==> config.mk <==
export PLATFORM = sky130hd
export DESIGN_NAME = bk_sector_counter
export DESIGN_NICKNAME = d
export VERILOG_FILES = /design/src/logic/bk_pkg.sv /design/src/logic/bk_sector_counter.sv
export SDC_FILE = /design/constraint.sdc
export NUM_CORES = 1
export LEC_CHECK = 0
export BUFFER_PORTS_ARGS = -buffer_cell sky130_fd_sc_hd__buf_4
export CAP_MARGIN = 30
export CORE_AREA = 2 2 39 41
export CTS_BUF_LIST = sky130_fd_sc_hd__clkbuf_4 sky130_fd_sc_hd__clkbuf_8
export CTS_CLUSTER_SIZE = 28
export DETAILED_ROUTE_END_ITERATION = 7
export DIE_AREA = 0 0 41 43
export GPL_ROUTABILITY_DRIVEN = 0
export SYNTH_ARGS = -nofsm -noshare
export SYNTH_HDL_FRONTEND = slang
export SYNTH_SLANG_ARGS = --single-unit
==> constraint.sdc <==
create_clock -name clk_sys -period 1.3 [get_ports clk_sys]
set_input_delay 0.195 -clock clk_sys [delete_from_list [all_inputs] [get_ports clk_sys]]
set_output_delay 0.195 -clock clk_sys [all_outputs]
set_load 0.05 [all_outputs]
==> src/logic/bk_pkg.sv <==
/*
 Backup RAM geometry shared by the whole subsystem.
 The RAM is fixed at 64 sectors of 512 bytes; changing the widths
 here changes the save-file size the host must provide.
*/

package bk_pkg;

	// ====================
	// Geometry
	// ====================
	localparam int unsigned bk_sector_bits = 6;   // 64 sectors
	localparam int unsigned bk_offset_bits = 9;   // 512 bytes each
	localparam int unsigned bk_addr_bits   = bk_sector_bits + bk_offset_bits;

	localparam int unsigned bk_last_sector = (2 ** bk_sector_bits) - 1;

	// ====================
	// Types
	// ====================
	typedef logic [7:0] bk_byte_t;

	// Same 15-bit word, two readings.
	// Console side sees a flat byte address,
	// host side sees the sector it is moving and the offset inside it
	typedef union packed {
		logic [bk_addr_bits-1:0] flat;
		struct packed {
			logic [bk_sector_bits-1:0] sector;  // Upper bits
			logic [bk_offset_bits-1:0] offset;  // Lower bits
		} host;
	} bk_addr_u;

endpackage

==> src/logic/bk_sector_counter.sv <==
/*
 Sector index for the current transfer.
 clear wins over advance; the index wraps silently past the last
 sector, so the sequencer must stop on last.
*/

module bk_sector_counter (
	input  logic                              clk_sys,
	input  logic                              rst_n,
	input  logic                              clear,
	input  logic                              advance,
	output logic [bk_pkg::bk_sector_bits-1:0] sector,
	output logic                              last
);

	import bk_pkg::*;

	// Index register
	always_ff @(posedge clk_sys) begin
		if (!rst_n) begin
			sector <= '0;
		end else if (clear) begin
			sector <= '0;              // New transfer starts at sector 0
		end else if (advance) begin
			sector <= sector + 1'b1;
		end
	end

	// High for the whole of the final sector
	assign last = (sector == bk_sector_bits'(bk_last_sector));

endmodule

# Word level (Yosys, flattened, before mapping)
# Index checks and enable logic that the tools add are counted.
dict set report word_totals {
  regBits 6
  in_bits 4
  out_inout_bits 7
  word_cells 5
}
dict set report classes {
  addsub 1
  eq_ne 1
  n_bitwise 1
  n_reduce_logical 1
}
# cell n
set ops {}
lappend ops {{6-bit by 1-bit adder with 6-bit output (second input constant)} 1}
lappend ops {{6-bit equality test (second input constant)} 1}
lappend ops {{2-bit OR reduction} 1}
lappend ops {{1-bit NOT} 1}

# Logic depth before layout (Yosys ltp)
dict set report depth {
  ltp_word 2
  depth_mapped 4
  depth_no_buf 4
}

# Least setup slack after synthesis
# No wires, ideal clock.
dict set report synth_timing {
  path_kind {register to output}
  from {reg sector[0] (netlist name)}
  to {out last}
  t_arrival_ns 1.704
  t_required_ns 1.105
  path_slack_ns -0.599
  path_stages_with_launch 4
  n_path_buf 0
  cell_sequence {dfxtp_1 -> ha_1 -> nand3_1 -> nor2_1}
}
dict set report synth_via {
  elab_chain_len 1
}
# element line_no
set synth_rtl {}
lappend synth_rtl {{start, declared} bk_sector_counter.sv:12} ;# output logic [bk_pkg::bk_sector_bits-1:0] sector,
lappend synth_rtl {{start signal, assigned} bk_sector_counter.sv:25} ;# sector <= sector + 1'b1;
lappend synth_rtl {{6-bit equality test} bk_sector_counter.sv:30} ;# assign last = (sector == bk_sector_bits'(bk_last_sector));
lappend synth_rtl {{end, declared} bk_sector_counter.sv:13} ;# output logic last
# No other way between the ends.

# Worst setup path in the final report
dict set report layout_timing {
  from {reg sector[1] (netlist name)}
  to {out last}
}
# The elaborated chain is that of the path after synthesis.

==> impl_metrics.yaml <==
global_route:
  grt_start_max_net_pins: 7
  grt_use_total_pct: 9.03
  antenna_found_initial: 0
  grt_pass1_wl_um: 966
  gr-total-overflow: 0
  grt_pass1_vias: 246
cts:
  insertion_delay_ps: 240
  clk_pin_slew_worst_paths_ps: 50
  cts_tree: "yes"
  cts_sinks: 6
  ctsHoldBuffers: 0
  clock_path_buffers: 2
  cts_inserted_buffers: 3
  clockRootBuffer: "clkbuf_4"
  htree_num_levels: 1
worst_setup_path:
  r2r-start: "sector[1]"
  ff2ff_setup_slack_ps: 140
  cp-start-kind: "flop"
  rr_endpoint: "sector[5]"
  r2r_cells: 4
  crit_chain: "ha_4, nand3_4, nor2_4, buf_8"
  slowest_stage: "dfxtp_4"
  slowest_delay_ps: 350
  crit_buf_inv: 1
  worstPathRequired_ps: 1110
  cpLargestDelayFamily: "flip-flops"
  path_class: "reg -> out"
  cp-end-kind: "output port"
  crit_arrival_ps: 1090
  path_max_fanout: 3
finish:
  final_cell_mix: "12 x buf_4, 5 x nor2_1"
  n_antenna_cell: 0
  top_regs: "sector x6"
  largest_register_ffs: 6
  largest_register: "sector"
  drive_gt1_share_pct: 52.3
  layout_commonest_cell: "buf_4"
  instances_no_fill: 60
  nets: 51
  area_growth_pct: 73.3
drt:
  wl_met1_um: 225
  postRouteAntennaNets: 0
  drt_iter0_drc: 1
  topRoutingLayerUsed: "met3"
  dr_total_vias: 246
  totalWireLength_um: 591
  routedWlPerCell_um: 9.85
  via_per_inst: 4.10
  wl_met3_um: 36
  drc: 0
  wl_met2_um: 329
  dr.pass1.iters: 2
worst_hold_path:
  hp-class: "in -> reg"
  hold_path_end: "sector[0]"
  hold_depth: 3
  hp-start: "advance"
synthesis:
  synth_area_um2: 258
  yosysUniqueCellTypes: 14
  ys_seq_area_share_pct: 46.6
  ys_warn_count: 0
  synth_area_per_cell_um2: 9.21
  synthCells: 28
  synthesis.nets: 33
  ys_ff_latch: 6
timing:
  fin_crit_sh_pct: 98.8
  timing.slew.headroom_pct: 84.7
  setup_viol: 0
  maxSlewViolCount: 0
  hold_violations: 0
  clock_skew_ps: 0.454
  rsz0062_at_grt: "true"
  max_freq_ghz: 0.778
  finalCriticalPeriod_ps: 1280
  tightest_slew_ps: 230
  finalWorstSetupSlack_ps: 15.4
placement:
  portBuffers: 10
  dp_cells: 54
  pre_cts_ws_ps: 134
power:
  ir_drop_v: 0.000244
  p_leak_nw: 0.183
  powerDensity_nw_per_um2: 884
status:
  status: "complete, no violations"
floorplanning:
  initial_core_util_pct: 18.6
  die_w_um: 41
  die_height_um: 43
  core_um2: 1380
  num_io_pins: 11
  placementRows: 14
  dieArea_um2: 1760
flow_run:
  maxCapViolCount: 0
-- cell usage after synthesis (all sizes together) --
| cell | number | share of area (%) |
|---|---|---|
| mux2i | 1 | 3.9 |
| nor2 | 6 | 8.7 |
| or3 | 1 | 2.4 |
| a21oi | 1 | 1.9 |
| nand2 | 3 | 4.4 |
| nand2b | 1 | 2.4 |
| dfxtp | 6 | 47 |
| xor2 | 3 | 10 |
| o21ai | 1 | 1.9 |
| nand3 | 1 | 1.9 |
| nand4 | 2 | 7.3 |
| xnor2 | 1 | 3.4 |
| ha | 1 | 4.9 |
-- stage by stage --
stage	cell area [µm²]	util [%]	hold slack (ps)	TNS [ps]	power, mW
2_1_floorplan	269	-	332	-66.8	0.210
3_3_place_gp	364	26.3	478	0	0.224
3_5_place_dp	364	26.3	489	0	0.224
4_1_cts	428	30.9	225	0	0.408
5_1_grt	447	32.3	259	-33.0	0.419
6_report	447	32.3	241	0	0.395
-- per-layer routing --
layer | vias to the layer above | GRT usage (%)
met4 | 0 | 8.00
met2 | 6 | 12.8
met3 | 0 | 6.28
met5 | - | 0
li1 | 128 | -
met1 | 112 | 8.01
-- worst register-to-register path, cell delays in order, from the launching register on --
cell	delay [ps]
dfxtp_4	350
buf_4	120
nand4_2	130
or3_1	360
a21oi_1	130
-- cell type report --
cell class / count / area [µm²]
timing repair buffer: 13 / 105
fill: 154 / 937
sequential: 6 / 129
tap: 16 / 20.0
multi-input combinational: 22 / 170
clock buffer: 3 / 22.5
-- how the worst max path moves through the flow --
stage	start	endpoint	slack [ps]	cells after the start
6_report	sector[1]	last	20	4
5_1_grt	sector[1]	last	-30	4
4_1_cts	sector[0]	last	9	4
3_5_place_dp	sector[0]	last	130	4
3_3_place_gp	sector[0]	last	150	4
2_1_floorplan	sector[4]	last	-70	2
-- power breakdown --
group / leakage (nW) / switching (mW) / internal, mW
clock: 0.0138 / 0.0683 / 0.105
combinational: 0.119 / 0.0190 / 0.0169
sequential: 0.0505 / 0.00218 / 0.184
total: 0.183 / 0.0894 / 0.306
-- timing repair --
action,4_1_cts,5_1_grt
pin swaps,0,2
setup endpoints to repair,1,1
gates resized for setup,6,2
setup buffers,2,1
-- logic make-up (layout without fill, tap and decap cells) --
kind of cell / Yosys count / in the layout / share of synthesized area [%]
compound gates: 2 / 2 / 3.88
fa+ha+maj: 1 / 1 / 4.85
xor+xnor: 4 / 4 / 13.6
buf+inv: 0 / 16 / 0
flops: 6 / 6 / 46.6
simple gates: 14 / 14 / 27.2
mux: 1 / 1 / 3.88
Note: power is estimated with default switching activity, not from simulation.
