## src/logic/bk_dirty_tracker.sv

```systemverilog
/*
 Save arming and dirty tracking.
 Saving is armed only when a writable image is mounted while a
 cartridge is downloading; a new download disarms it first.
 Writes made with the menu open are not counted as dirty.
*/

module bk_dirty_tracker (
	input  logic clk_sys,
	input  logic rst_n,
	input  logic cart_download,
	input  logic img_mounted,
	input  logic img_readonly,
	input  logic nv_we,
	input  logic osd_open,
	input  logic autosave_en,
	input  logic busy,
	output logic save_enabled,
	output logic pending,
	output logic autosave_req
);

	logic dl_q;
	logic dl_rise;

	assign dl_rise = cart_download & ~dl_q;

	// ====================
	// Save enable
	// ====================
	always_ff @(posedge clk_sys) begin
		if (!rst_n) begin
			dl_q         <= 1'b0;
			save_enabled <= 1'b0;
		end else begin
			dl_q <= cart_download;
			if (dl_rise)
				save_enabled <= 1'b0;   // New cartridge, old save no longer valid
			// Host mounts the save file near the end of the download
			if (cart_download && img_mounted && !img_readonly)
				save_enabled <= 1'b1;
		end
	end

	// Pending write flag
	always_ff @(posedge clk_sys) begin
		if (!rst_n) begin
			pending <= 1'b0;
		end else if (save_enabled && !osd_open && nv_we) begin
			pending <= 1'b1;
		end else if (busy) begin
			pending <= 1'b0;            // Any transfer syncs RAM and file
		end
	end

	assign autosave_req = pending & osd_open & autosave_en;

endmodule

```

## config.mk

```make
export PLATFORM = sky130hd
export DESIGN_NAME = bk_dirty_tracker
export DESIGN_NICKNAME = d
export VERILOG_FILES = /design/src/logic/bk_dirty_tracker.sv
export SDC_FILE = /design/constraint.sdc
export NUM_CORES = 1
export LEC_CHECK = 0
export ABC_AREA = 1
export BUFFER_PORTS_ARGS = -buffer_cell sky130_fd_sc_hd__buf_2
export CAP_MARGIN = 15
export CORE_AREA = 2 2 39 41
export CTS_CLUSTER_SIZE = 16
export DETAILED_ROUTE_END_ITERATION = 8
export DIE_AREA = 0 0 41 43
export SETUP_SLACK_MARGIN = 0.15
export SLEW_MARGIN = 10
export SYNTH_ARGS = -nofsm -noshare
export SYNTH_HDL_FRONTEND = slang
export SYNTH_SLANG_ARGS = --single-unit
```

## constraint.sdc

```tcl
create_clock -name clk_sys -period 0.8 [get_ports clk_sys]
set_input_delay 0.12 -clock clk_sys [delete_from_list [all_inputs] [get_ports clk_sys]]
set_output_delay 0.12 -clock clk_sys [all_outputs]
set_load 0.005 [all_outputs]
```

# --- After elaboration in Yosys (flattened, before gate mapping) ---
# Cells that the tools add are included.
word_totals:
  romBits: 0
  mem_count: 0
  reg_bits: 3
  in_bits: 9
  latch_bits: 0
  ram_bits: 0
  out_inout_bits: 3
classes:
  n_addsub: 0
  eq_ne: 0
  reduce_logical: 8
  mul: 0
  muxes: 4
  magnitude_cmp: 0
  bitwise: 4
  shift: 0
  div_mod_pow: 0
op_table:
  columns: ["cell", "n"]
  rows:
  - ["$logic_and 1x1->1", 4]
  - ["$mux 1", 4]
  - ["$reduce_bool 2->1", 2]
  - ["$and 1x1->1", 3]
  - ["$logic_not 1->1", 2]
  - ["$not 1->1", 1]

# --- Depth between registers and ports, before layout ---
# Gate-level depths: netlist of run 1.
depth:
  word_depth: 4
  mapped_depth: 4

# --- Worst setup path before layout of run 1 ---
# Ideal clock, no wire load.
synth_path:
  kind: "register to output"
  from: "reg pending"
  to: "out autosave_req"
  slack_ns: 0.189
  t_required_ns: 0.680
  arrival_ns: 0.491
  stages_incl_launch_ff: 3
  path_buffers: 0
  cell_sequence: "dfxtp_1 -> nand2_1 -> nor2_1"
synth_via:
  elab_chain_cells: 2
synth_rtl:
  columns: ["item", "line_no", "text"]
  rows:
  - ["from (decl)", "19", "output logic pending,"]
  - ["from (signal assigned)", "48", "pending <= 1'b0;"]
  - ["from (signal assigned)", "50", "pending <= 1'b1;"]
  - ["from (signal assigned)", "52", "pending <= 1'b0;"]
  - ["$and 1x1->1 (2 in series)", "56", "assign autosave_req = pending & osd_open & autosave_en;"]
  - ["to (decl)", "20", "output logic autosave_req"]
# Every way passes these cells.

# --- Worst setup path in the final report of run 1 ---
# Same ends and word-level chain as after synthesis.

==> results of run 1 <==
[repair_timing]
action                     4_1_cts  5_1_grt
buffers inserted                 1        0
pin swaps                        1        3
setup endpoints to repair        3        5
gates resized for setup          3        4
[cells in the mapped netlist, drive strengths merged]
| library cell | number |
|---|---|
| a21oi | 2 |
| dfxtp | 3 |
| inv | 6 |
| nand2 | 5 |
| nand3 | 2 |
| nor2 | 1 |
[registers in the layout, summed over array words and instances, names as in the netlist]
name	count
pending	1
dl_q	1
save_enabled	1
[critical path, cell delays in order, from the launching register on]
cell and delay, ns:
dfxtp_2 0.32, nand2_1 0.05, nor2_1 0.07, buf_2 0.11
[power by group]
part / leakage [nW] / switching [mW] / internal (mW)
Sequential: 0.0258 / 0.00235 / 0.157
Clock: 0.0150 / 0.0745 / 0.187
Combinational: 0.101 / 0.0219 / 0.0265
Total: 0.142 / 0.0987 / 0.370
[logic make-up (layout without fill, tap and decap cells)]
group	Yosys count	count (layout)	synth area share, %
flip-flops	3	3	44.9
AND/OR/NAND/NOR	8	8	28.0
AO/OA/AOI/OAI	2	2	10.3
buffers and inverters	6	22	16.8
[layout by cell type (no fill, tap or decap)]
| cell | Yosys | final |
|---|---|---|
| nand2_1 | 5 | 4 |
| inv_1 | 6 | 6 |
| dfxtp_2 | 0 | 3 |
| clkbuf_1 | 0 | 1 |
| a21oi_2 | 1 | 2 |
| clkbuf_4 | 0 | 3 |
| nand2_2 | 0 | 1 |
| nor2_1 | 1 | 1 |
| buf_6 | 0 | 1 |
| buf_2 | 0 | 11 |
| nand3_2 | 1 | 2 |
[layout make-up]
type                    instances  area [um2]  share of cell area, %
clock buffers                   4        26.3                   10.0
inverters                       6        22.5                   8.61
multi-input cells              10        62.6                   23.9
flip-flops and latches          3        63.8                   24.4
well taps                      16        20.0                   7.66
repair buffers                 12        66.3                   25.4
[worst min path at each step]
stage,end,cells after the start
detailed placement,dl_q$_SDFF_PN0_,3
floorplan,dl_q$_SDFF_PN0_,2
global placement,dl_q$_SDFF_PN0_,3
CTS,dl_q$_SDFF_PN0_,3
finish,dl_q$_SDFF_PN0_,3
global route,dl_q$_SDFF_PN0_,3
[layer usage]
layer,track usage (%),routed length (um),vias up
met5,0,0,-
met2,7.19,150,10
met1,3.18,119,63
met3,3.14,40,2
li1,-,-,88
met4,10.0,14,0
==> flow_summary.ini, run 1 <==
[cts]
insertion_delay_ns = 0.23
cts_hold_buf = 0
cts_buffers = 3
cts_sinks = 3
cts_root_buffer = clkbuf_4
clkTransAtPathRegs_ns = 0.04
cts_max_level = 1
cts_buffer_depth = 2
cts_tree = done

[place]
gp_congestion = 0.609
dp_cells = 46
detailed_place.area_um2 = 209
dp_slack_ns = 0.111
port_buffers = 11

[sta]
setup_viol = 1
period_needed_ns = 0.897
tightest_slew_ns = 0.110
rsz0062_at_grt = true
max_freq_ghz = 1.11
timing_hold_violations_final = 0
drv_slew = 0
tns_ns = -0.0974
maxSlewHeadroom_pct = 92.7
fin_crit_sh_pct = 112
fin_ws_ns = -0.0974
timing.hold.ws_ns = 0.0850
skew_ns = 0.000374

[global_route]
grt_usage_pct = 5.41
grt_start_max_net_pins = 4
antenna_found_initial = 0
grt_pass1_vias = 158
grt_remaining_overflow = 0
grt_pass1_wl_um = 531

[worst_setup_path]
r2r_end = pending$_SDFFE_PN0P_
arrival_ns = 0.78
start_kind = register
endpoint = autosave_req
reg2reg_from = save_enabled$_SDFFE_PN0P_
reg2reg_depth = 3
path_class = reg -> out
crit_path_max_fanout = 3
worst_ep_required_time_ns = 0.68
ff2ff_setup_slack_ns = 0.14
end_kind = output pin
startpoint = pending$_SDFFE_PN0P_

[logic_synthesis]
synth_seq_cells = 3
synth.yosys.seq_area_share_pct = 44.9
syn_nets = 28
synth_top_area_cell = dfxtp_1
synth_warnings = 0
ys_top_cells_by_area = dfxtp_1 (45%), inv_1 (17%), nand2_1 (14%), nand3_2 (7.5%), a21oi_2 (6.5%)
synthCells = 19
syn-cell-area_um2 = 134
ys_types = 8
syn_area_per_cell_um2 = 7.05
synth_top_area_share_pct = 44.9

[hold_path]
hp-class = in -> reg
min_from = rst_n

[routing]
dr.first_iter.drc_count = 0
wl_um = 325
vias = 163
first_pass_iters = 1
detail_route.wl_per_cell_um = 6.37
drc = 0
via_per_inst = 3.20
ant_nets = 0

[floorplan]
rows = 14
die_area_um2 = 1760
die_w_um = 41
core_um2 = 1380
ios = 12
start_util_pct = 9.67
die_height_um = 43

[power_and_ir_drop]
leakage_nw = 0.142
ir_drop_uv = 415
powerDensity_nw_per_um2 = 1790
total_power_uw = 469

[run_status]
status = finished, violations left
violations = setup timing

[cells_and_area]
drive_above_1_share_pct = 65.7
finalNonFillerCells = 51
syn_to_final_growth_pct = 95.3
final_core_util_pct = 18.9
stdcell_area_um2 = 262
diodes = 0
fill_cells = 167
layout.nets = 45

[run]
drv_cap = 0
(Power assumes the default switching activity.)
==> inputs of run 2 (changes only) <==
- CTS_BUF_LIST: not set -> sky130_fd_sc_hd__clkbuf_4
==> run 2 against run 1 <==
  * The flow still finishes with violations (setup timing)
  * Sequential cell count unchanged
  * Highest routed layer unchanged
  * Combinational power barely moved
  * Critical path depth stayed put
  * Clock power increased by 13%
  * Design area rose by 1.4%
  * Count of clock-buffer cells in the layout did not move
  * Clock skew hardly changed
  * Setup slack about the same
==> flow_summary.ini, run 2 (synthesis gave the netlist of run 1 again) <==
[run_status]
status = finished, violations left
violations = setup timing

[floorplan]
rows = 14
die_area_um2 = 1760
start_util_pct = 9.67
ios = 12
die_height_um = 43
core_um2 = 1380
die_w_um = 41

[worst_setup_path]
arrival_ns = 0.78
end_kind = output pin
crit_path_max_fanout = 3
reg2reg_depth = 3
path_class = reg -> out
ff2ff_setup_slack_ns = 0.14
worst_ep_required_time_ns = 0.68
reg2reg_from = save_enabled$_SDFFE_PN0P_
start_kind = register
r2r_end = pending$_SDFFE_PN0P_

[cts]
cts_root_buffer = clkbuf_4
cts_sinks = 3
insertion_delay_ns = 0.23
clkTransAtPathRegs_ns = 0.04
cts_buffer_depth = 2
cts_buffers = 3
cts_tree = done
cts_max_level = 1
cts_hold_buf = 0

[hold_path]
min_from = rst_n
holdPathEnd = dl_q$_SDFF_PN0_
worstHoldPathCells = 3
hp-class = in -> reg

[sta]
period_needed_ns = 0.898
fin_crit_sh_pct = 112
max_freq_ghz = 1.11
tightest_slew_ns = 0.110
tns_ns = -0.0979
skew_ns = 0.000803
drv_slew = 0
fin_ws_ns = -0.0979
setup_viol = 1
maxSlewHeadroom_pct = 92.7
rsz0062_at_grt = true
timing_hold_violations_final = 0

[cells_and_area]
layout.nets = 45
syn_to_final_growth_pct = 98.1
diodes = 0
finalNonFillerCells = 51
layout_common_cells = buf_2 (11), inv_1 (6), nand2_1 (4), clkbuf_4 (4), dfxtp_2 (3)
top_regs = dl_q x1, pending x1, save_enabled x1
mostFrequentLayoutCell = buf_2
drive_above_1_share_pct = 68.6

[routing]
first_pass_iters = 1
met3_wirelength_um = 40
via_per_inst = 3.22
drt-met1-wl_um = 118
wl_um = 326
ant_nets = 0
drc = 0
wl_met2_um = 152
vias = 164
detail_route.wl_per_cell_um = 6.39
top_layer_used = met4
dr.first_iter.drc_count = 0

[power_and_ir_drop]
clkPwrFrac_pct = 58.7
pwr-share-seq_pct = 31.7
powerDensity_nw_per_um2 = 1900
swShare_pct = 19.7
leakage_nw = 0.145
ir_drop_uv = 416
total_power_uw = 503
pwr-share-comb_pct = 9.6
power_switching_uw = 99.2
internal-power_uw = 404

[global_route]
grt_pass1_wl_um = 538
grt_pass1_vias = 158
grt_start_max_net_pins = 4
grt_remaining_overflow = 0
grt_usage_pct = 5.71
antenna_found_initial = 0

[run]
drv_cap = 0

[place]
port_buffers = 11
gp_congestion = 0.609
dp_cells = 46
run 2: changes by cell type in the layout (fill, tap and decap cells not counted):
cell	change
clkbuf_1	-1
clkbuf_4	+1
run 2: repair_timing:
action / in CTS / in global routing
gates resized for setup: 3 / 4
setup buffers: 1 / 0
setup endpoints to repair: 3 / 5
pin swaps: 1 / 3
run 2: cell type report:
cell class / count / area [um2]
tap: 16 / 20.0
fill: 168 / 1120
multi-input combinational: 10 / 62.6
inverter: 6 / 22.5
sequential: 3 / 63.8
timing repair buffer: 12 / 66.3
clock buffer: 4 / 30.0
run 2: how the worst max path moves through the flow:
stage | slack (ns) | depth (start not counted) | start | to
global placement | 0.13 | 3 | pending$_SDFFE_PN0P_ | autosave_req
floorplan | 0.19 | 2 | pending$_SDFFE_PN0P_ | autosave_req
global route | -0.20 | 3 | pending$_SDFFE_PN0P_ | autosave_req
detailed placement | 0.11 | 3 | pending$_SDFFE_PN0P_ | autosave_req
finish | -0.1 | 3 | pending$_SDFFE_PN0P_ | autosave_req
CTS | -0.12 | 3 | pending$_SDFFE_PN0P_ | autosave_req
run 2: worst max-delay path: stages, from the launching register on:
cell and delay, ns:
dfxtp_2 0.32, nand2_1 0.05, nor2_1 0.07, buf_2 0.11
run 2: power groups by stage:
| stage | Clock [mW] | Sequential [mW] | Combinational (mW) |
|---|---|---|---|
| global placement | 0 | 0.161 | 0.0405 |
| detailed placement | 0 | 0.161 | 0.0407 |
| CTS | 0.314 | 0.159 | 0.0455 |
| global route | 0.333 | 0.160 | 0.0542 |
| floorplan | 0 | 0.161 | 0.0149 |
| finish | 0.295 | 0.159 | 0.0483 |
run 2: per-stage QoR:
step | worst slack [ns] | cell area, um2 | hold slack, ns | utilization, %
6_report | -0.0979 | 265 | 0.0840 | 19.2
5_1_grt | -0.196 | 265 | 0.0960 | 19.2
4_1_cts | -0.123 | 253 | 0.0735 | 18.3
3_5_place_dp | 0.111 | 209 | 0.321 | 15.1
3_3_place_gp | 0.132 | 209 | 0.317 | 15.1
2_1_floorplan | 0.189 | 134 | 0.213 | -
run 2: layer usage:
metal | GRT usage [%] | vias up
li1 | - | 88
met1 | 3.18 | 64
met2 | 7.19 | 10
met3 | 3.14 | 2
met4 | 12.0 | 0
met5 | 0 | -
