File: src/logic/bk_sequencer.sv
/*
 Runs one load or save of every sector, one request per sector.
 sd_rd and sd_wr are levels held until the host raises sd_ack.
 Requests seen while busy are dropped, not queued.
 clear and advance are combinational and act on the counter at the
 same edge the strobes change.
*/

module bk_sequencer (
	input  logic        clk_sys,
	input  logic        rst_n,
	input  logic        load_req,
	input  logic        save_req,
	input  logic        cart_download,
	input  logic        sd_ack,
	input  logic [63:0] img_size,
	input  logic        save_enabled,
	input  logic        last,
	output logic        sd_rd,
	output logic        sd_wr,
	output logic        busy,
	output logic        loading,
	output logic        clear,
	output logic        advance
);

	logic load_lvl;
	logic save_lvl;
	logic load_q;
	logic save_q;
	logic dl_q;
	logic ack_q;

	logic load_edge;
	logic save_edge;
	logic dl_end;
	logic ack_rise;
	logic ack_fall;
	logic start;
	logic start_load;

	// ====================
	// Edge detection
	// ====================
	assign load_lvl = load_req & save_enabled;   // Requests only count when armed
	assign save_lvl = save_req & save_enabled;

	assign load_edge = load_lvl & ~load_q;
	assign save_edge = save_lvl & ~save_q;
	assign dl_end    = dl_q & ~cart_download & (|img_size) & save_enabled;
	assign ack_rise  = sd_ack & ~ack_q;
	assign ack_fall  = ~sd_ack & ack_q;

	// Download end always means load
	assign start      = load_edge | save_edge | dl_end;
	assign start_load = load_edge | dl_end;

	// Counter control
	assign clear   = ~busy & start;
	assign advance = busy & ack_fall & ~last;

	// ====================
	// Idle / transfer FSM
	// ====================
	always_ff @(posedge clk_sys) begin
		if (!rst_n) begin
			busy    <= 1'b0;
			loading <= 1'b0;
			sd_rd   <= 1'b0;
			sd_wr   <= 1'b0;
			load_q  <= 1'b0;
			save_q  <= 1'b0;
			dl_q    <= 1'b0;
			ack_q   <= 1'b0;
		end else begin
			load_q <= load_lvl;
			save_q <= save_lvl;
			dl_q   <= cart_download;
			ack_q  <= sd_ack;

			// Host has taken the request
			if (ack_rise) begin
				sd_rd <= 1'b0;
				sd_wr <= 1'b0;
			end

			if (!busy) begin
				if (start) begin
					busy    <= 1'b1;
					loading <= start_load;
					sd_rd   <= start_load;
					sd_wr   <= ~start_load;
				end
			end else if (ack_fall) begin
				if (last) begin
					busy    <= 1'b0;     // All sectors moved
					loading <= 1'b0;
				end else begin
					// Ask for the next sector, same direction
					sd_rd <= loading;
					sd_wr <= ~loading;
				end
			end
		end
	end

endmodule

File: config.mk
export PLATFORM = sky130hd
export DESIGN_NAME = bk_sequencer
export DESIGN_NICKNAME = d
export VERILOG_FILES = /design/src/logic/bk_sequencer.sv
export SDC_FILE = /design/constraint.sdc
export NUM_CORES = 1
export LEC_CHECK = 0
export BUFFER_PORTS_ARGS = -buffer_cell sky130_fd_sc_hd__buf_2
export CAP_MARGIN = 40
export CELL_PAD_IN_SITES_DETAIL_PLACEMENT = 0
export CELL_PAD_IN_SITES_GLOBAL_PLACEMENT = 1
export CORE_MARGIN = 3
export CORE_UTILIZATION = 17
export DETAILED_ROUTE_END_ITERATION = 8
export PLACE_DENSITY = 0.86
export REMOVE_ABC_BUFFERS = 1
export SETUP_SLACK_MARGIN = 0.5
export SLEW_MARGIN = 20
export SYNTH_ARGS = -nofsm -noshare
export SYNTH_HDL_FRONTEND = slang
export SYNTH_SLANG_ARGS = --single-unit
export TNS_END_PERCENT = 5
File: constraint.sdc
create_clock -name clk_sys -period 2 [get_ports clk_sys]
set_clock_uncertainty 0.1 [all_clocks]
set_input_delay 0 -clock clk_sys [delete_from_list [all_inputs] [get_ports clk_sys]]
set_output_delay 0 -clock clk_sys [all_outputs]
set_load 0.01 [all_outputs]
# [Yosys cells after proc, flatten, opt, wreduce, memory -nomap -nowiden]
# Index checks and enable logic that the tools add are counted.
[word_totals] reg_bits=8 inputBits=72 out_inout_bits=6
[classes] eq_ne=2 muxes=18 bitwise=24 n_reduce_logical=3
[ops] operator="$reduce_or 64->1" n=1
[ops] operator="$mux 1" n=18
[ops] operator="$and 1x1->1" n=12
[ops] operator="$not 1->1" n=9
[ops] operator="$or 1x1->1" n=3
[ops] operator="$reduce_and 3->1" n=1
[ops] operator="$ne 2x1->1 const B" n=1
[ops] operator="$ne 2x2->1 const B" n=1
[ops] operator="$reduce_bool 2->1" n=1

# [Logic depth before layout (Yosys ltp)]
# Gate-level depths: netlist of the first run.
[depth] depth_word=8 mapped_depth=5 ltp_nobuf=5

# [Worst setup path before layout of the first run]
# No wires, ideal clock.
[synth_timing] path_type="register to register" startpoint="reg dl_q" endpoint="reg sd_wr" setup_ns=0.117 arrival_time_ns=0.984 path_slack_ns=0.799 stages_incl_launch_ff=4 n_path_buf=0 synth_period_minus_slack_ns=1.201 cell_sequence="dfxtp_1 nand2_1 or3_2 a32o_1"
[synth_via] elab_chain_cells=7 elab_cells_between_ends=8
[synth_lines] element="from (decl)" line="31" text="logic dl_q;"
[synth_lines] element="from (signal assigned)" line="78" text="dl_q <= cart_download;"
[synth_lines] element="$and 1x1->1 * (3 in a row)" line="50" text="assign dl_end = dl_q & ~cart_download & (|img_size) & save_enabled;"
[synth_lines] element="$or 1x1->1" line="56" text="assign start_load = load_edge | dl_end;"
[synth_lines] element="$not 1->1" line="92" text="sd_wr <= ~start_load;"
[synth_lines] element="$mux 1 *" line="88" text="if (start) begin"
[synth_lines] element="$mux 1 *" line="87" text="if (!busy) begin"
[synth_lines] element="to (signal assigned)" line="92"
[synth_lines] element="to (signal assigned)" line="101" text="sd_wr <= ~loading;"
[synth_lines] element="to (decl)" line="20" text="output logic sd_wr,"
# Mark *: on every way between the ends. The rest lies on a longest branch, timed or not.
# A chain may end at the register's enable or synchronous reset.

# [Worst setup path in the final report of the first run]
[layout_timing] startpoint="reg dl_q" endpoint="out clear"
[layout_via] elab_chain_cells=5
[layout_lines] element="$and 1x1->1 (3 in a row)" line="50"
[layout_lines] element="$or 1x1->1" line="55" text="assign start = load_edge | save_edge | dl_end;"
[layout_lines] element="$and 1x1->1" line="59" text="assign clear = ~busy & start;"
[layout_lines] element="to (decl)" line="23" text="output logic clear,"
# No other way between the ends.

==> results of run 1 <==
==> layout make-up <==
type | instances | area, um2
multi-input cells | 54 | 337
flip-flops and latches | 8 | 161
clock buffers | 3 | 22.5
inverters | 2 | 7.51
well taps | 31 | 38.8
fillers | 284 | 1760
repair buffers | 84 | 455
==> cell usage after synthesis (all sizes together), types with 3 or more instances <==
cell / n
nand3b: 3
o211ai: 3
a21oi: 3
nand2: 6
nor4: 18
nand4: 4
dfxtp: 8
==> worst max-delay path, cell delays in order (launching register included) <==
cell and delay [ps]:
dfxtp_1 300, nand2_1 40, or3_2 470, a31oi_1 160, buf_2 150
==> state kept, by name, summed over array words and instances (netlist names) <==
name / count
ack_q: 1
busy: 1
dl_q: 1
load_q: 1
loading: 1
save_q: 1
sd_rd: 1
sd_wr: 1
==> stage by stage <==
stage                     instance area [um2]  hold slack (ps)  cells  utilization  power (mW)
after floorplan                           504            -53.4     64            -       0.220
after global placement                    928              122    172        0.334       0.307
after detailed placement                  928              119    172        0.334       0.310
after CTS                                1020            -12.5    182        0.367       0.448
after global routing                     1020             12.1    182        0.368       0.472
final                                    1020            -6.55    182        0.368       0.444
==> metal layers <==
layer | track usage | part of all wire | up-vias
met4 | 0.0186 | 0 | 0
li1 | - | - | 448
met5 | 0 | 0 | -
met3 | 0.0468 | 0.076 | 0
met1 | 0.170 | 0.43 | 390
met2 | 0.176 | 0.49 | 34
==> final timing paths <==
check | endpoint | from | slack (ps) | cells after the start
worst max-delay path | clear | dl_q | 520 | 4
worst min register to register | sd_rd | sd_rd | 480 | 2
worst min-delay path | loading | cart_download | -7 | 3
worst max register to register | sd_wr | ack_q | 750 | 5
==> report_power, final <==
group | switching, mW | total, mW | internal, mW
logic | 0.0546 | 0.136 | 0.0816
clock network | 0.0573 | 0.126 | 0.0688
registers | 0.0110 | 0.182 | 0.171
==> kinds of logic (layout without fill, tap and decap cells) <==
kind of cell           count (synthesis)  after routing  share of synthesized area
AOI/OAI and AO/OA                     14             14                      0.194
buffers and inverters                  2             89                     0.0149
DFF                                    8              8                      0.318
and+or+nand+nor                       40             40                      0.474
==> repair_timing <==
item / 4_1_cts / 5_1_grt
hold buffers: 7 / 0
cloned: 0 / 0
hold endpoints to repair: 8 / 0
pin swaps: 1 / 0
gates resized for setup: 0 / 1
setup endpoints to repair: 1 / 2
==> flow_metrics.py, run 1 <==
metrics = {
    "routing": {
        "dr.pass1.iters": 4,
        "ant_nets": 0,
        "via_count": 872,
        "dr.first_iter.drc_count": 22,
        "avgViaCountPerCell": 4.79,
        "drt-total-wl_mm": 2.22,
        "wl_per_cell_um": 12.2,
        "drc_errors": 0,
    },
    "sta": {
        "final_max_slew_viol_count": 0,
        "whs_ps": -6.55,
        "fmax_ghz": 0.678,
        "min_period_ps": 1480,
        "max_slew_margin": 0.821,
        "setup_violations": 0,
        "finalCritPeriodShare": 0.738,
        "final.setup.tns_ps": 0,
        "worst_slack_ps": 524,
        "timing_worst_slew_pin_value_ps": 267,
        "rsz0062_at_grt": "true",
        "hold_viol": 1,
    },
    "synth": {
        "synth_top_area_frac": 0.318,
        "async_flop_share": 0,
        "ys_warn_count": 0,
        "synth_cell_types": 19,
        "synth_edf_count": 0,
        "synthCells": 64,
        "syn_avg_cell_area_um2": 7.88,
        "ys_seq_area_frac": 0.318,
        "ys_ff_latch": 8,
        "synth_area_um2": 504,
        "synth-main-ff-cell": "dfxtp_1",
        "yosys-top-cells-area": "dfxtp_1 32%, nor4_1 22%, nand4_1 5.0%",
        "yosys.area.top_type": "dfxtp_1",
    },
    "clocking": {
        "worstSkewPairLatency_ps": 260,
        "clockBufferDepth": 2,
        "cts_buffers": 3,
        "cts_tree": "done",
        "htreeDepth": 1,
        "path_clk_slew_ps": 60,
        "postCtsSetupRepairBufs": 0,
        "cts_sinks": 8,
        "clockRootBuffer": "clkbuf_4",
    },
    "floorplan": {
        "num_rows": 19,
        "fp.coreArea_um2": 2780,
        "dieArea_um2": 3660,
        "die_w_um": 60.5,
        "die_h_um": 60.5,
        "initial_core_util": 0.181,
        "ios": 78,
    },
    "min_path": {
        "hold_path_class": "in2reg",
    },
    "placed_design": {
        "routabilityCongestion": 0.779,
        "numPortBuffers": 77,
        "pre_cts_ws_ps": 562,
        "dpl.hpwl_mm": 1.92,
    },
    "final_layout": {
        "mostFrequentLayoutCell": "buf_2",
        "drive_gt1_frac": 0.550,
        "layout_common_cells": "77 x buf_2, 18 x nor4_1, 7 x dfxtp_1, 7 x dlygate4sd3_1, 6 x nand2_1",
        "nets": 225,
        "antenna_cells": 0,
        "synthToLayoutAreaGrowth_pct": 103,
    },
    "grt": {
        "antenna_found_initial": 0,
        "grt_max_degree": 10,
        "grt.total_usage": 0.120,
        "grt-ovfl-total": 0,
        "grt_pass1_wl_mm": 3.35,
        "grt_pass1_vias": 769,
    },
    "power": {
        "power_density_nw_per_um2": 434,
        "p_leak_nw": 0.499,
        "peakVddDrop_v": 0.000311,
    },
    "job": {
        "maxCapViolCount": 0,
    },
    "worst_setup_path": {
        "start_kind": "flop",
        "cp.arrival_ps": 1380,
        "setup.worst_path.end_class": "output pin",
        "worstSetupPathType": "reg2out",
        "crit_required_ps": 1900,
        "crit_fanout": 5,
    },
    "run_status": {
        "outcome": "finished, violations left",
        "violations": "hold timing",
    },
}
(Power assumes the default switching activity.)
==> run 2: changes to the inputs <==
--- a/config.mk
+++ b/config.mk
@@ -10,9 +10,9 @@
 export CELL_PAD_IN_SITES_DETAIL_PLACEMENT = 0
 export CELL_PAD_IN_SITES_GLOBAL_PLACEMENT = 1
 export CORE_MARGIN = 3
-export CORE_UTILIZATION = 17
+export CORE_UTILIZATION = 14
 export DETAILED_ROUTE_END_ITERATION = 8
-export PLACE_DENSITY = 0.86
+export PLACE_DENSITY = 0.76
 export REMOVE_ABC_BUFFERS = 1
 export SETUP_SLACK_MARGIN = 0.5
 export SLEW_MARGIN = 20
==> constraint.sdc (replaced) <==
create_clock -name clk_sys -period 1.3 [get_ports clk_sys]
set_clock_uncertainty 0.1 [all_clocks]
set_input_delay 0 -clock clk_sys [delete_from_list [all_inputs] [get_ports clk_sys]]
set_output_delay 0 -clock clk_sys [all_outputs]
set_load 0.01 [all_outputs]
==> flow_metrics.py, run 2 (synthesis results as in run 1) <==
metrics = {
    "final_layout": {
        "antenna_cells": 0,
        "nets": 227,
        "synthToLayoutAreaGrowth_pct": 144,
        "mostFrequentLayoutCell": "buf_2",
        "layout_common_cells": "70 x buf_2, 8 x nor4_2, 8 x buf_6",
        "drive_gt1_frac": 0.686,
        "fill_cells": 365,
        "design_area_um2": 1230,
    },
    "clocking": {
        "cts_buffers": 3,
        "path_clk_slew_ps": 50,
        "htreeDepth": 1,
        "clockBufferDepth": 2,
        "clockRootBuffer": "clkbuf_4",
        "cts_sinks": 8,
        "cts_tree": "done",
        "worstSkewPairLatency_ps": 250,
        "postCtsHoldBufs": 5,
    },
    "grt": {
        "grt.total_usage": 0.0914,
        "grt_pass1_wl_mm": 3.16,
        "met1_usage": 0.129,
        "grt_use_met2": 0.128,
        "grt_pass1_vias": 723,
        "grt_max_degree": 10,
        "top_usage_layer": "met1",
        "grt-ovfl-total": 0,
        "antenna_found_initial": 0,
        "met3_usage": 0.0408,
    },
    "sta": {
        "max_slew_margin": 0.836,
        "rsz0062_at_grt": "true",
        "finalCritPeriodShare": 1.02,
        "final.setup.tns_ps": -31.6,
        "setup_violations": 2,
        "min_period_ps": 1320,
        "fmax_ghz": 0.758,
        "timing_worst_slew_pin_value_ps": 244,
        "whs_ps": -48.7,
        "worst_slack_ps": -19.5,
        "hold_viol": 4,
        "final_max_slew_viol_count": 0,
    },
    "worst_setup_path": {
        "setup.worst_path.end_class": "output pin",
        "crit_required_ps": 1200,
        "cp.arrival_ps": 1220,
        "start_kind": "input pin",
        "worstSetupPathType": "in2out",
        "crit_fanout": 2,
        "ff2ff_path_depth": 5,
    },
    "min_path": {
        "hold_path_class": "in2reg",
        "hold_depth": 3,
    },
    "job": {
        "maxCapViolCount": 0,
    },
    "run_status": {
        "outcome": "finished, violations left",
        "violations": "hold timing, setup timing",
    },
    "routing": {
        "avgViaCountPerCell": 4.52,
        "drt-total-wl_mm": 2.36,
        "ant_nets": 0,
        "wl_per_cell_um": 11.8,
        "dr.pass1.iters": 4,
        "via_count": 900,
        "drc_errors": 0,
        "dr.first_iter.drc_count": 32,
    },
    "power": {
        "clkPwrFrac": 0.258,
        "switching_share": 0.289,
        "power.total_uw": 736,
        "power_density_nw_per_um2": 597,
        "p_leak_nw": 0.540,
        "p_sw_uw": 212,
        "peakVddDrop_v": 0.000473,
        "p_comb_frac": 0.358,
        "p_int_uw": 523,
        "seq_power_share": 0.384,
    },
    "floorplan": {
        "die_w_um": 66.0,
        "ios": 78,
        "initial_core_util": 0.149,
        "fp.coreArea_um2": 3390,
        "die_h_um": 66.0,
        "dieArea_um2": 4360,
        "num_rows": 21,
    },
    "placed_design": {
        "dpl.hpwl_mm": 1.85,
        "routabilityCongestion": 0.767,
        "numPortBuffers": 77,
        "placed_area_um2": 962,
        "pre_cts_ws_ps": -183,
    },
}
## run 2: cell types whose count changed in the layout (fill, tap and decap cells not counted), sizes merged
cell | previous run | this run
dlymetal6s4s | 0 | 1
dlygate4sd3 | 7 | 4
buf | 77 | 81
## run 2: path summary, 6_finish.rpt
check	from	end	slack (ps)
min	rst_n	busy	-50
max	img_size[9]	clear	-20
max reg2reg	dl_q	sd_wr	-10
min reg2reg	sd_rd	sd_rd	470
## run 2: critical path, stage by stage
cell and delay [ps]:
buf_2 120, nor4_4 260, nand4_1 140, nor4_2 320
or3_4 180, a31oi_1 60, buf_2 140
## run 2: per-layer routing
| layer | routed length, um | vias up |
|---|---|---|
| met1 | 968 | 401 |
| met5 | 0 | - |
| met2 | 1150 | 46 |
| met4 | 0 | 0 |
| li1 | - | 453 |
| met3 | 238 | 0 |
## run 2: repair_timing
action,4_1_cts,5_1_grt
setup buffers,1,1
endpoints found under the setup margin,10,11
gates resized for setup,25,13
pin swaps,8,7
hold endpoints to repair,6,3
## run 2: area by class of cell
type / instances / area (um2) / area share
Sequential cell: 8 / 176 / 0.143
Timing Repair Buffer: 86 / 515 / 0.418
Tap cell: 46 / 57.6 / 0.0467
Inverter: 2 / 10.0 / 0.00812
Clock buffer: 3 / 22.5 / 0.0183
Multi-Input combinational cell: 54 / 450 / 0.365
## run 2: per-stage QoR
step           hold WS [ps]  cells  utilization
2_1_floorplan         -53.4     64            -
3_3_place_gp            130    189        0.284
3_5_place_dp            138    189        0.284
4_1_cts               -59.5    198        0.339
5_1_grt               -57.9    199        0.364
6_report              -48.7    199        0.364
## run 2: power groups by stage
| stage | combinational, mW | sequential [mW] | clock [mW] |
|---|---|---|---|
| after floorplan | 0.0531 | 0.285 | 0 |
| after global placement | 0.198 | 0.283 | 0 |
| after detailed placement | 0.197 | 0.284 | 0 |
| after CTS | 0.240 | 0.283 | 0.195 |
| after global routing | 0.286 | 0.286 | 0.211 |
| final | 0.263 | 0.282 | 0.190 |
